File: config.mk
export PLATFORM = sky130hd
export DESIGN_NAME = pipeCore
export DESIGN_NICKNAME = d
export VERILOG_FILES = /design/src/source/cpuPkg.sv /design/src/source/hazardIf.sv /design/src/source/hazardUnit.sv /design/src/source/fetchStage.sv /design/src/source/decodeStage.sv /design/src/source/executeStage.sv /design/src/source/memoryStage.sv /design/src/source/pipeCore.sv
export SDC_FILE = /design/constraint.sdc
export NUM_CORES = 2
export LEC_CHECK = 0
export BUFFER_PORTS_ARGS = -buffer_cell sky130_fd_sc_hd__buf_2
export CORE_MARGIN = 3
export CORE_UTILIZATION = 55
export DETAILED_ROUTE_END_ITERATION = 6
export PLACE_DENSITY = 0.8
export REMOVE_ABC_BUFFERS = 1
export SLEW_MARGIN = 5
export SYNTH_ARGS = -nofsm -noshare
export SYNTH_HDL_FRONTEND = slang
export SYNTH_SLANG_ARGS = --single-unit
File: constraint.sdc
create_clock -name clk -period 7.4 [get_ports clk]
set_input_delay 0.74 -clock clk [delete_from_list [all_inputs] [get_ports clk]]
set_output_delay 0.74 -clock clk [all_outputs]
set_load 0.1 [all_outputs]
File: src/source/cpuPkg.sv
`default_nettype none

package cpuPkg;

  // Datapath and instruction width
  localparam int dataW = 32;
  // Sixteen architectural registers
  localparam int regAddrW = 4;
  // Word address into either memory
  localparam int addrW = 16;

  // Instruction word fields
  localparam int opcodeMsb = 31;
  localparam int opcodeLsb = 28;
  localparam int rdMsb = 27;
  localparam int rdLsb = 24;
  localparam int rnMsb = 23;
  localparam int rnLsb = 20;
  localparam int rmMsb = 19;
  localparam int rmLsb = 16;
  localparam int immMsb = 15;
  localparam int immLsb = 0;

  // All-zero word decodes as a nop with no destination
  localparam logic [dataW-1:0] nopInstr = '0;

  typedef enum logic [3:0] {
    opNop  = 4'h0,
    opAdd  = 4'h1,
    opSub  = 4'h2,
    opAnd  = 4'h3,
    opOr   = 4'h4,
    opAddi = 4'h5,
    opLdr  = 4'h6,
    opStr  = 4'h7,
    opBeq  = 4'h8
  } opcodeE;

  // Operand source into execute
  typedef enum logic [1:0] {
    fwdNone = 2'b00,
    fwdWb   = 2'b01,
    fwdMem  = 2'b10
  } forwardE;

endpackage

`default_nettype wire

File: src/source/hazardIf.sv
`default_nettype none

interface hazardIf;

  // Register numbers seen by the hazard unit, per stage
  logic [cpuPkg::regAddrW-1:0] srcAD, srcBD;
  logic [cpuPkg::regAddrW-1:0] srcAE, srcBE, destE;
  logic [cpuPkg::regAddrW-1:0] destM, destW;
  logic                        memToRegE, branchTakenE;
  logic                        regWriteM, regWriteW;
  // Memory wait indications
  logic                        iStall, dStall;
  // Pipeline control back to the stages
  cpuPkg::forwardE             forwardAE, forwardBE;
  logic                        stallF, stallD, stallE, stallM;
  logic                        flushD, flushE, flushW;

  modport hazard (
    input  srcAD, srcBD, srcAE, srcBE, destE, memToRegE, branchTakenE,
    input  destM, regWriteM, destW, regWriteW, iStall, dStall,
    output forwardAE, forwardBE, stallF, stallD, stallE, stallM,
    output flushD, flushE, flushW
  );
  modport fetch (output iStall, input stallF, flushD);
  modport decode (output srcAD, srcBD, input destW, regWriteW, stallD, flushE);
  modport execute (
    output srcAE, srcBE, destE, memToRegE, branchTakenE,
    input  forwardAE, forwardBE, stallE, flushE
  );
  modport memory (output destM, regWriteM, destW, regWriteW, dStall, input stallM, flushW);

endinterface

`default_nettype wire

File: src/source/hazardUnit.sv
`default_nettype none

module hazardUnit (
  hazardIf.hazard haz
);

  logic ldrStallD;
  logic frontStall;

  // Newest producer wins, register 0 never carries a write
  function automatic cpuPkg::forwardE pickForward(
    input logic [cpuPkg::regAddrW-1:0] src,
    input logic [cpuPkg::regAddrW-1:0] destM,
    input logic                        writeM,
    input logic [cpuPkg::regAddrW-1:0] destW,
    input logic                        writeW
  );
    if (writeM && (src == destM))
      return cpuPkg::fwdMem;
    else if (writeW && (src == destW))
      return cpuPkg::fwdWb;
    else
      return cpuPkg::fwdNone;
  endfunction

  assign haz.forwardAE = pickForward(haz.srcAE, haz.destM, haz.regWriteM,
                                     haz.destW, haz.regWriteW);
  assign haz.forwardBE = pickForward(haz.srcBE, haz.destM, haz.regWriteM,
                                     haz.destW, haz.regWriteW);

  // Load in execute feeding the instruction in decode
  assign ldrStallD = haz.memToRegE &&
                     ((haz.srcAD == haz.destE) || (haz.srcBD == haz.destE));

  // Fetch and decode hold for a load-use or a data memory wait
  assign frontStall = ldrStallD | haz.dStall;

  assign haz.stallF = frontStall;
  assign haz.stallD = frontStall;
  // Data memory wait freezes everything up to memory
  assign haz.stallE = haz.dStall;
  assign haz.stallM = haz.dStall;

  // A held decode slot is never overwritten by a bubble
  assign haz.flushD = (haz.branchTakenE | haz.iStall) & ~frontStall;
  // Bubble into execute, unless execute itself is frozen
  assign haz.flushE = (ldrStallD | haz.branchTakenE) & ~haz.dStall;
  // Memory stage still busy, so nothing retires
  assign haz.flushW = haz.dStall;

endmodule

`default_nettype wire

File: src/source/fetchStage.sv
`default_nettype none

module fetchStage (
  input  logic                     clk,
  input  logic                     rstN,
  hazardIf.fetch                   haz,
  output logic [cpuPkg::addrW-1:0] imemAddr,
  input  logic [cpuPkg::dataW-1:0] imemData,
  input  logic                     imemReady,
  input  logic                     branchTakenE,
  input  logic [cpuPkg::addrW-1:0] branchTargetE,
  output logic [cpuPkg::dataW-1:0] instrD,
  output logic [cpuPkg::addrW-1:0] pcD
);

  logic [cpuPkg::addrW-1:0] pcF;
  logic [cpuPkg::addrW-1:0] pcNextF;

  // Instruction memory always looks at the current PC
  assign imemAddr = pcF;
  assign haz.iStall = ~imemReady;

  // A branch seen during a freeze is taken again once the freeze ends
  always_comb
  begin
    if (haz.stallF)
      pcNextF = pcF;
    else if (branchTakenE)
      pcNextF = branchTargetE;
    else if (imemReady)
      pcNextF = pcF + cpuPkg::addrW'(1);
    else
      pcNextF = pcF;
  end

  always_ff @(posedge clk)
  begin
    if (!rstN)
      pcF <= '0;
    else
      pcF <= pcNextF;
  end

  // Fetch/decode register, nop on branch or missing instruction
  always_ff @(posedge clk)
  begin
    if (!rstN)
      instrD <= cpuPkg::nopInstr;
    else if (haz.flushD)
      instrD <= cpuPkg::nopInstr;
    else if (!haz.stallF)
      instrD <= imemData;
  end

  always_ff @(posedge clk)
  begin
    if (!haz.stallF)
      pcD <= pcF;
  end

endmodule

`default_nettype wire

File: src/source/decodeStage.sv
`default_nettype none

module decodeStage (
  input  logic                        clk,
  input  logic                        rstN,
  hazardIf.decode                     haz,
  input  logic [cpuPkg::dataW-1:0]    instrD,
  input  logic [cpuPkg::addrW-1:0]    pcD,
  input  logic [cpuPkg::dataW-1:0]    resultW,
  output cpuPkg::opcodeE              opE,
  output logic [cpuPkg::dataW-1:0]    operandAE,
  output logic [cpuPkg::dataW-1:0]    operandBE,
  output logic [cpuPkg::dataW-1:0]    immE,
  output logic [cpuPkg::addrW-1:0]    pcE,
  output logic [cpuPkg::regAddrW-1:0] srcRegAE,
  output logic [cpuPkg::regAddrW-1:0] srcRegBE,
  output logic [cpuPkg::regAddrW-1:0] destRegE
);

  cpuPkg::opcodeE              opD;
  logic [cpuPkg::regAddrW-1:0] rnD;
  logic [cpuPkg::regAddrW-1:0] rmD;
  logic [cpuPkg::regAddrW-1:0] destD;
  logic [cpuPkg::dataW-1:0]    immD;
  logic [cpuPkg::dataW-1:0]    readAD;
  logic [cpuPkg::dataW-1:0]    readBD;
  logic [cpuPkg::dataW-1:0]    regFile [0:(1 << cpuPkg::regAddrW)-1];

  assign opD = cpuPkg::opcodeE'(instrD[cpuPkg::opcodeMsb:cpuPkg::opcodeLsb]);
  assign rnD = instrD[cpuPkg::rnMsb:cpuPkg::rnLsb];
  // Sign-extended 16-bit immediate
  assign immD = {{(cpuPkg::dataW - cpuPkg::immMsb - 1){instrD[cpuPkg::immMsb]}},
                 instrD[cpuPkg::immMsb:cpuPkg::immLsb]};

  // Only register-register, store and branch read rm
  // Destination 0 stands for no write at all
  always_comb
  begin
    rmD = '0;
    destD = '0;
    case (opD)
      cpuPkg::opAdd, cpuPkg::opSub, cpuPkg::opAnd, cpuPkg::opOr:
      begin
        rmD = instrD[cpuPkg::rmMsb:cpuPkg::rmLsb];
        destD = instrD[cpuPkg::rdMsb:cpuPkg::rdLsb];
      end
      cpuPkg::opAddi, cpuPkg::opLdr:
        destD = instrD[cpuPkg::rdMsb:cpuPkg::rdLsb];
      cpuPkg::opStr, cpuPkg::opBeq:
        rmD = instrD[cpuPkg::rmMsb:cpuPkg::rmLsb];
      default:
        destD = '0;
    endcase
  end

  assign haz.srcAD = rnD;
  assign haz.srcBD = rmD;

  // Read ports, r0 is zero and a writeback in this cycle passes through
  always_comb
  begin
    if (rnD == '0)
      readAD = '0;
    else if (haz.regWriteW && (haz.destW == rnD))
      readAD = resultW;
    else
      readAD = regFile[rnD];
    if (rmD == '0)
      readBD = '0;
    else if (haz.regWriteW && (haz.destW == rmD))
      readBD = resultW;
    else
      readBD = regFile[rmD];
  end

  // Writeback port
  always_ff @(posedge clk)
  begin
    if (haz.regWriteW)
      regFile[haz.destW] <= resultW;
  end

  // Decode/execute control, flush has the last word
  always_ff @(posedge clk)
  begin
    if (!rstN)
    begin
      opE <= cpuPkg::opNop;
      destRegE <= '0;
    end
    else if (haz.flushE)
    begin
      opE <= cpuPkg::opNop;
      destRegE <= '0;
    end
    else if (!haz.stallD)
    begin
      opE <= opD;
      destRegE <= destD;
    end
  end

  always_ff @(posedge clk)
  begin
    if (!haz.stallD)
    begin
      operandAE <= readAD;
      operandBE <= readBD;
      immE <= immD;
      pcE <= pcD;
      srcRegAE <= rnD;
      srcRegBE <= rmD;
    end
  end

endmodule

`default_nettype wire

File: src/source/executeStage.sv
`default_nettype none

module executeStage (
  input  logic                        clk,
  input  logic                        rstN,
  hazardIf.execute                    haz,
  input  cpuPkg::opcodeE              opE,
  input  logic [cpuPkg::dataW-1:0]    operandAE,
  input  logic [cpuPkg::dataW-1:0]    operandBE,
  input  logic [cpuPkg::dataW-1:0]    immE,
  input  logic [cpuPkg::addrW-1:0]    pcE,
  input  logic [cpuPkg::regAddrW-1:0] srcRegAE,
  input  logic [cpuPkg::regAddrW-1:0] srcRegBE,
  input  logic [cpuPkg::regAddrW-1:0] destRegE,
  input  logic [cpuPkg::dataW-1:0]    aluResultM,
  input  logic [cpuPkg::dataW-1:0]    resultW,
  output logic                        branchTakenE,
  output logic [cpuPkg::addrW-1:0]    branchTargetE,
  output cpuPkg::opcodeE              opM,
  output logic [cpuPkg::dataW-1:0]    aluOutM,
  output logic [cpuPkg::dataW-1:0]    storeDataM,
  output logic [cpuPkg::regAddrW-1:0] destRegM
);

  logic [cpuPkg::dataW-1:0] srcA;
  logic [cpuPkg::dataW-1:0] srcB;
  logic [cpuPkg::dataW-1:0] aluOutE;

  assign haz.srcAE = srcRegAE;
  assign haz.srcBE = srcRegBE;
  assign haz.destE = destRegE;
  assign haz.memToRegE = (opE == cpuPkg::opLdr) && (destRegE != '0);

  // Forwarding muxes
  always_comb
  begin
    case (haz.forwardAE)
      cpuPkg::fwdMem: srcA = aluResultM;
      cpuPkg::fwdWb:  srcA = resultW;
      default:        srcA = operandAE;
    endcase
    case (haz.forwardBE)
      cpuPkg::fwdMem: srcB = aluResultM;
      cpuPkg::fwdWb:  srcB = resultW;
      default:        srcB = operandBE;
    endcase
  end

  // ALU, loads and stores use it for rn plus imm
  always_comb
  begin
    case (opE)
      cpuPkg::opAdd:  aluOutE = srcA + srcB;
      cpuPkg::opSub:  aluOutE = srcA - srcB;
      cpuPkg::opAnd:  aluOutE = srcA & srcB;
      cpuPkg::opOr:   aluOutE = srcA | srcB;
      cpuPkg::opAddi, cpuPkg::opLdr, cpuPkg::opStr:
        aluOutE = srcA + immE;
      default:        aluOutE = '0;
    endcase
  end

  // Branch resolves here, target relative to its own PC
  assign branchTakenE = (opE == cpuPkg::opBeq) && (srcA == srcB);
  assign branchTargetE = pcE + immE[cpuPkg::addrW-1:0];
  assign haz.branchTakenE = branchTakenE;

  // Execute/memory register
  always_ff @(posedge clk)
  begin
    if (!rstN)
    begin
      opM <= cpuPkg::opNop;
      destRegM <= '0;
    end
    else if (!haz.stallE)
    begin
      opM <= opE;
      destRegM <= destRegE;
    end
  end

  always_ff @(posedge clk)
  begin
    if (!haz.stallE)
    begin
      aluOutM <= aluOutE;
      storeDataM <= srcB;
    end
  end

endmodule

`default_nettype wire

File: src/source/memoryStage.sv
`default_nettype none

module memoryStage (
  input  logic                        clk,
  input  logic                        rstN,
  hazardIf.memory                     haz,
  input  cpuPkg::opcodeE              opM,
  input  logic [cpuPkg::dataW-1:0]    aluOutM,
  input  logic [cpuPkg::dataW-1:0]    storeDataM,
  input  logic [cpuPkg::regAddrW-1:0] destRegM,
  output logic                        dmemReq,
  output logic                        dmemWe,
  output logic [cpuPkg::addrW-1:0]    dmemAddr,
  output logic [cpuPkg::dataW-1:0]    dmemWdata,
  input  logic [cpuPkg::dataW-1:0]    dmemRdata,
  input  logic                        dmemReady,
  output logic [cpuPkg::dataW-1:0]    resultW,
  output logic                        retireValid,
  output logic [cpuPkg::regAddrW-1:0] retireReg,
  output logic [cpuPkg::dataW-1:0]    retireData
);

  logic                        writeW;
  logic [cpuPkg::regAddrW-1:0] destRegW;
  logic [cpuPkg::dataW-1:0]    resultM;

  // Request fields come straight from the frozen execute/memory register
  assign dmemReq = (opM == cpuPkg::opLdr) || (opM == cpuPkg::opStr);
  assign dmemWe = (opM == cpuPkg::opStr);
  assign dmemAddr = aluOutM[cpuPkg::addrW-1:0];
  assign dmemWdata = storeDataM;
  assign haz.dStall = dmemReq & ~dmemReady;

  assign haz.destM = destRegM;
  assign haz.regWriteM = (destRegM != '0);

  // Load data is only sampled in the cycle it is ready
  assign resultM = (opM == cpuPkg::opLdr) ? dmemRdata : aluOutM;

  // Memory/writeback register, bubble while the access waits
  always_ff @(posedge clk)
  begin
    if (!rstN)
      writeW <= 1'b0;
    else if (haz.flushW)
      writeW <= 1'b0;
    else if (!haz.stallM)
      writeW <= (destRegM != '0);
  end

  always_ff @(posedge clk)
  begin
    if (!haz.stallM)
    begin
      destRegW <= destRegM;
      resultW <= resultM;
    end
  end

  assign haz.destW = destRegW;
  assign haz.regWriteW = writeW;

  // Every writeback write is also a retire event
  assign retireValid = writeW;
  assign retireReg = destRegW;
  assign retireData = resultW;

endmodule

`default_nettype wire

File: src/source/pipeCore.sv
`default_nettype none

module pipeCore (
  input  logic                        clk,
  input  logic                        rstN,
  output logic [cpuPkg::addrW-1:0]    imemAddr,
  input  logic [cpuPkg::dataW-1:0]    imemData,
  input  logic                        imemReady,
  output logic                        dmemReq,
  output logic                        dmemWe,
  output logic [cpuPkg::addrW-1:0]    dmemAddr,
  output logic [cpuPkg::dataW-1:0]    dmemWdata,
  input  logic [cpuPkg::dataW-1:0]    dmemRdata,
  input  logic                        dmemReady,
  output logic                        retireValid,
  output logic [cpuPkg::regAddrW-1:0] retireReg,
  output logic [cpuPkg::dataW-1:0]    retireData
);

  // Fetch to decode
  logic [cpuPkg::dataW-1:0]    instrD;
  logic [cpuPkg::addrW-1:0]    pcD;
  // Decode to execute
  cpuPkg::opcodeE              opE;
  logic [cpuPkg::dataW-1:0]    operandAE;
  logic [cpuPkg::dataW-1:0]    operandBE;
  logic [cpuPkg::dataW-1:0]    immE;
  logic [cpuPkg::addrW-1:0]    pcE;
  logic [cpuPkg::regAddrW-1:0] srcRegAE;
  logic [cpuPkg::regAddrW-1:0] srcRegBE;
  logic [cpuPkg::regAddrW-1:0] destRegE;
  // Branch redirect
  logic                        branchTakenE;
  logic [cpuPkg::addrW-1:0]    branchTargetE;
  // Execute to memory, ALU result also forwarded back
  cpuPkg::opcodeE              opM;
  logic [cpuPkg::dataW-1:0]    aluResultM;
  logic [cpuPkg::dataW-1:0]    storeDataM;
  logic [cpuPkg::regAddrW-1:0] destRegM;
  // Writeback result to decode and execute
  logic [cpuPkg::dataW-1:0]    resultW;

  hazardIf haz ();

  hazardUnit uHazard (
    .haz (haz.hazard)
  );

  fetchStage uFetch (
    .clk           (clk),
    .rstN          (rstN),
    .haz           (haz.fetch),
    .imemAddr      (imemAddr),
    .imemData      (imemData),
    .imemReady     (imemReady),
    .branchTakenE  (branchTakenE),
    .branchTargetE (branchTargetE),
    .instrD        (instrD),
    .pcD           (pcD)
  );

  decodeStage uDecode (
    .clk       (clk),
    .rstN      (rstN),
    .haz       (haz.decode),
    .instrD    (instrD),
    .pcD       (pcD),
    .resultW   (resultW),
    .opE       (opE),
    .operandAE (operandAE),
    .operandBE (operandBE),
    .immE      (immE),
    .pcE       (pcE),
    .srcRegAE  (srcRegAE),
    .srcRegBE  (srcRegBE),
    .destRegE  (destRegE)
  );

  executeStage uExecute (
    .clk           (clk),
    .rstN          (rstN),
    .haz           (haz.execute),
    .opE           (opE),
    .operandAE     (operandAE),
    .operandBE     (operandBE),
    .immE          (immE),
    .pcE           (pcE),
    .srcRegAE      (srcRegAE),
    .srcRegBE      (srcRegBE),
    .destRegE      (destRegE),
    .aluResultM    (aluResultM),
    .resultW       (resultW),
    .branchTakenE  (branchTakenE),
    .branchTargetE (branchTargetE),
    .opM           (opM),
    .aluOutM       (aluResultM),
    .storeDataM    (storeDataM),
    .destRegM      (destRegM)
  );

  memoryStage uMemory (
    .clk         (clk),
    .rstN        (rstN),
    .haz         (haz.memory),
    .opM         (opM),
    .aluOutM     (aluResultM),
    .storeDataM  (storeDataM),
    .destRegM    (destRegM),
    .dmemReq     (dmemReq),
    .dmemWe      (dmemWe),
    .dmemAddr    (dmemAddr),
    .dmemWdata   (dmemWdata),
    .dmemRdata   (dmemRdata),
    .dmemReady   (dmemReady),
    .resultW     (resultW),
    .retireValid (retireValid),
    .retireReg   (retireReg),
    .retireData  (retireData)
  );

endmodule

`default_nettype wire

==> PnR_summary.wiki <==
{| class="wikitable"
! Metric !! Value
|-
| Outcome || complete, but fails checks
|-
| Failing checks || design-rule violations
|-
| Drt pass-1 iters || 7
|-
| Clock slew seen by the registers of the worst setup and hold paths || 0.06 ns
|-
| Clock power share || 0.376
|-
| Proportion of power drawn by combinational gates || 0.152
|-
| Total number of vias || 31200
|-
| First-pass GRT wire length || 186 mm
|-
| Tightest slew margin relative to the limit || 0.224
|-
| Remaining DRCs || 1
|-
| Worst voltage drop across the vdd grid || 0.000246 V
|-
| Setup TNS || 0 ns
|-
| Pint || 7.93 mW
|-
| Leakage || 17.0 nW
|-
| Layout Cell Area excl Fill || 45900 sq um
|-
| Switching fraction of total power || 0.275
|-
| Remaining global-route overflow || 0
|-
| Nets@finish || 3719
|-
| Post-synthesis average cell area || 12.0 sq um
|-
| Buffers added on ports || 170
|-
| Part of the power in registers || 0.472
|-
| Total global-route track usage || 0.314
|-
| Crit path time final || 6.43 ns
|-
| Number of synthesized register bits || 797
|-
| Weighted congestion at the end of routability-driven global placement || 0.940
|-
| Endpoints failing setup || 0
|-
| Area of the mapped netlist || 41400 sq um
|-
| Worst Setup End Kind || register
|-
| Area enclosed by the die boundary || 78500 sq um
|-
| I/O Pins || 171
|-
| H-Tree Level Count || 3
|-
| Switching Power || 3.01 mW
|-
| Routed length per instance || 27.3 um
|-
| Starting density of the core || 0.561
|-
| Cell type with the largest total area after synthesis || sky130_fd_sc_hd__edfxtp_1
|-
| Yosys synthesis warning count || 0
|-
| Number of design-rule violations left by the first detailed-router iteration || 4642
|-
| Proportion of layout cells with a drive suffix above 1 || 0.182
|-
| Later-pin clock latency in the skew report || 0.64 ns
|-
| Kind of start point of the critical path || register
|-
| CP Class || reg2reg
|-
| Library cell with the highest instance count after synthesis || sky130_fd_sc_hd__edfxtp_1
|-
| Total setup buffers inserted after CTS || 0
|-
| Via density || 6.85
|-
| Max-slew violation count || 0
|-
| Routed Antenna Nets || 0
|-
| DIE HEIGHT || 280 um
|-
| Half-perimeter wire length of the detailed placement result || 77.7 mm
|-
| Number of antenna violations at the first check in global routing || 3
|-
| Max capacitance violation total || 0
|-
| Skew final || 0.0222 ns
|-
| Die Width || 280 um
|-
| Number of CTS-inserted buffers || 80
|-
| Count of flip-flops with a built-in enable after synthesis || 732
|-
| Required arrival time at the worst endpoint || 7.76 ns
|-
| Share of synthesized registers carrying an async set or reset || 0
|-
| Share of the clock period used by the worst path after layout || 0.869
|-
| Vias in the first global route || 30700
|-
| Number of standard-cell rows in the floorplan || 99
|-
| Clock tree from TritonCTS || yes
|-
| Power per cell area || 239 nW/um^2
|-
| Root buffer cell || sky130_fd_sc_hd__clkbuf_16
|-
| Hold buffer count at CTS || 0
|-
| Max Root-Sink Buffers || 3
|-
| Share of Yosys cell area claimed by the top area cell type || 0.531
|-
| Final number of hold-violating endpoints || 0
|-
| Number of gates resized after cts || 0
|-
| Least-Margin Pin Slew || 1.16 ns
|-
| Sinks on the clock net || 797
|-
| Layout area overhead || 10.9%
|-
| Min-delay worst type || in2reg
|-
| Highest Clock Rate || 0.156 GHz
|-
| Most numerous cell types in the synthesized netlist || sky130_fd_sc_hd__edfxtp_1, sky130_fd_sc_hd__nand2_1, sky130_fd_sc_hd__a21oi_1
|-
| Sequential cell area fraction in the yosys report || 0.563
|-
| Number of library cell types mapped by synthesis || 104
|-
| Core area || 73700 sq um
|-
| Main synth FF type || sky130_fd_sc_hd__edfxtp_1
|-
| Maximum number of pins on one net before global-route repair || 134
|-
| Largest cells by area after synthesis || sky130_fd_sc_hd__edfxtp_1, sky130_fd_sc_hd__mux4_2, sky130_fd_sc_hd__nand2_1
|-
| CP arrival || 6.79 ns
|-
| DRT Wirelength || 124 mm
|-
| Crit path max fanout || 12
|-
| Setup repair after global routing missed its margin || no
|-
| Gate count after technology mapping || 3438
|-
| Area after detailed placement || 43200 sq um
|}
[path summary, 6_finish.rpt]
path                          end                  from  slack, ns  cells after the start
min reg2reg       uDecode.pcE[10]        uFetch.pcD[10]       0.42                      0
min             uFetch.instrD[26]          imemData[26]       0.34                      3
max          uExecute.aluOutM[30]  uMemory.haz.destW[0]       0.97                     21
max reg2reg  uExecute.aluOutM[30]  uMemory.haz.destW[0]       0.97                     21
[layer usage]
layer	GRT usage	vias up	routed length [um]
li1	-	13300	-
met1	0.416	15000	43800
met2	0.482	2405	56500
met3	0.0887	444	17700
met4	0.147	4	6350
met5	0	-	23
[cell families (layout without fill, tap and decap cells)]
family	after synthesis	in the layout	synth area share
other cells	0	2	0
simple gates	992	992	0.103
buf+inv	342	502	0.0342
fa+ha+maj	127	127	0.0385
mux	248	248	0.110
compound gates	837	837	0.132
flops	797	797	0.563
xor+xnor	95	95	0.0203
[cells in the final DEF (no fill, tap or decap), types with 72 or more instances in the layout]
master,count
sky130_fd_sc_hd__a31oi_1,72
sky130_fd_sc_hd__o21ai_0,126
sky130_fd_sc_hd__nand2_1,526
sky130_fd_sc_hd__nor2_1,221
sky130_fd_sc_hd__buf_2,170
sky130_fd_sc_hd__o22ai_1,99
sky130_fd_sc_hd__edfxtp_1,732
sky130_fd_sc_hd__inv_1,99
sky130_fd_sc_hd__mux4_2,160
sky130_fd_sc_hd__ha_1,115
sky130_fd_sc_hd__a21oi_1,243
sky130_fd_sc_hd__buf_4,79
sky130_fd_sc_hd__clkbuf_16,83
[power by group through the flow]
| stage | registers, mW | clock network (mW) | logic, mW |
|---|---|---|---|
| floorplan | 5.51 | 0 | 0.919 |
| global placement | 5.26 | 0 | 1.60 |
| detailed placement | 5.26 | 0 | 1.62 |
| CTS | 5.16 | 4.13 | 1.63 |
| global route | 5.17 | 4.30 | 1.78 |
| finish | 5.17 | 4.11 | 1.66 |
[flip-flops by register name, summed over array words and instances (netlist names)]
register	flops
uDecode.destRegE	4
uDecode.immE	16
uDecode.opE	4
uDecode.operandAE	32
uDecode.operandBE	32
uDecode.pcE	16
uDecode.regFile	512
uDecode.srcRegAE	4
uDecode.srcRegBE	4
uExecute.aluOutM	32
uExecute.destRegM	4
uExecute.opM	4
uExecute.storeDataM	32
uFetch.imemAddr	16
uFetch.instrD	32
uFetch.pcD	16
uMemory.haz.destW	4
uMemory.haz.regWriteW	1
uMemory.resultW	32
[metrics by stage]
stage                     hold WS (ns)  worst slack (ns)  power [mW]  utilization  instances
after global placement           0.401              1.34        6.86        0.586       4410
after global routing             0.348             0.533        11.3        0.622       4557
after detailed placement         0.405              1.17        6.88        0.586       4410
after floorplan                  0.400             -5.12        6.43            -       3201
final                            0.341             0.970        10.9        0.622       4559
after CTS                        0.308              1.16        10.9        0.622       4557
[worst max-delay path, stage by stage, from the launching register on]
cell and delay [ns]:
sky130_fd_sc_hd__edfxtp_1 0.62, sky130_fd_sc_hd__xnor2_1 0.29, sky130_fd_sc_hd__nand3_1 0.33, sky130_fd_sc_hd__nor2_4 0.57
sky130_fd_sc_hd__mux2i_1 0.24, sky130_fd_sc_hd__a21oi_1 0.13, sky130_fd_sc_hd__ha_1 0.28, sky130_fd_sc_hd__inv_1 0.09
sky130_fd_sc_hd__fa_1 0.22, sky130_fd_sc_hd__nor2b_1 0.06, sky130_fd_sc_hd__o21ai_0 0.21, sky130_fd_sc_hd__a21boi_0 0.20
sky130_fd_sc_hd__o41ai_1 0.64, sky130_fd_sc_hd__a211oi_1 0.29, sky130_fd_sc_hd__a221o_1 0.44, sky130_fd_sc_hd__a21oi_1 0.28
sky130_fd_sc_hd__a21oi_1 0.13, sky130_fd_sc_hd__or2_2 0.31, sky130_fd_sc_hd__a221o_1 0.33, sky130_fd_sc_hd__xor2_1 0.15
sky130_fd_sc_hd__a221oi_1 0.23, sky130_fd_sc_hd__o21ai_0 0.13
[final cells by class]
cell class                 instances  area, sq um
multi-input combinational       2299        16900
inverter                         105          409
clock inverter                    46          480
sequential                       797        23300
fill                            5421        27800
timing repair buffer             250         1460
antenna                            2         5.00
tap                              959         1200
clock buffer                     101         2150
No activity file was read; power rests on OpenSTA's default activity.
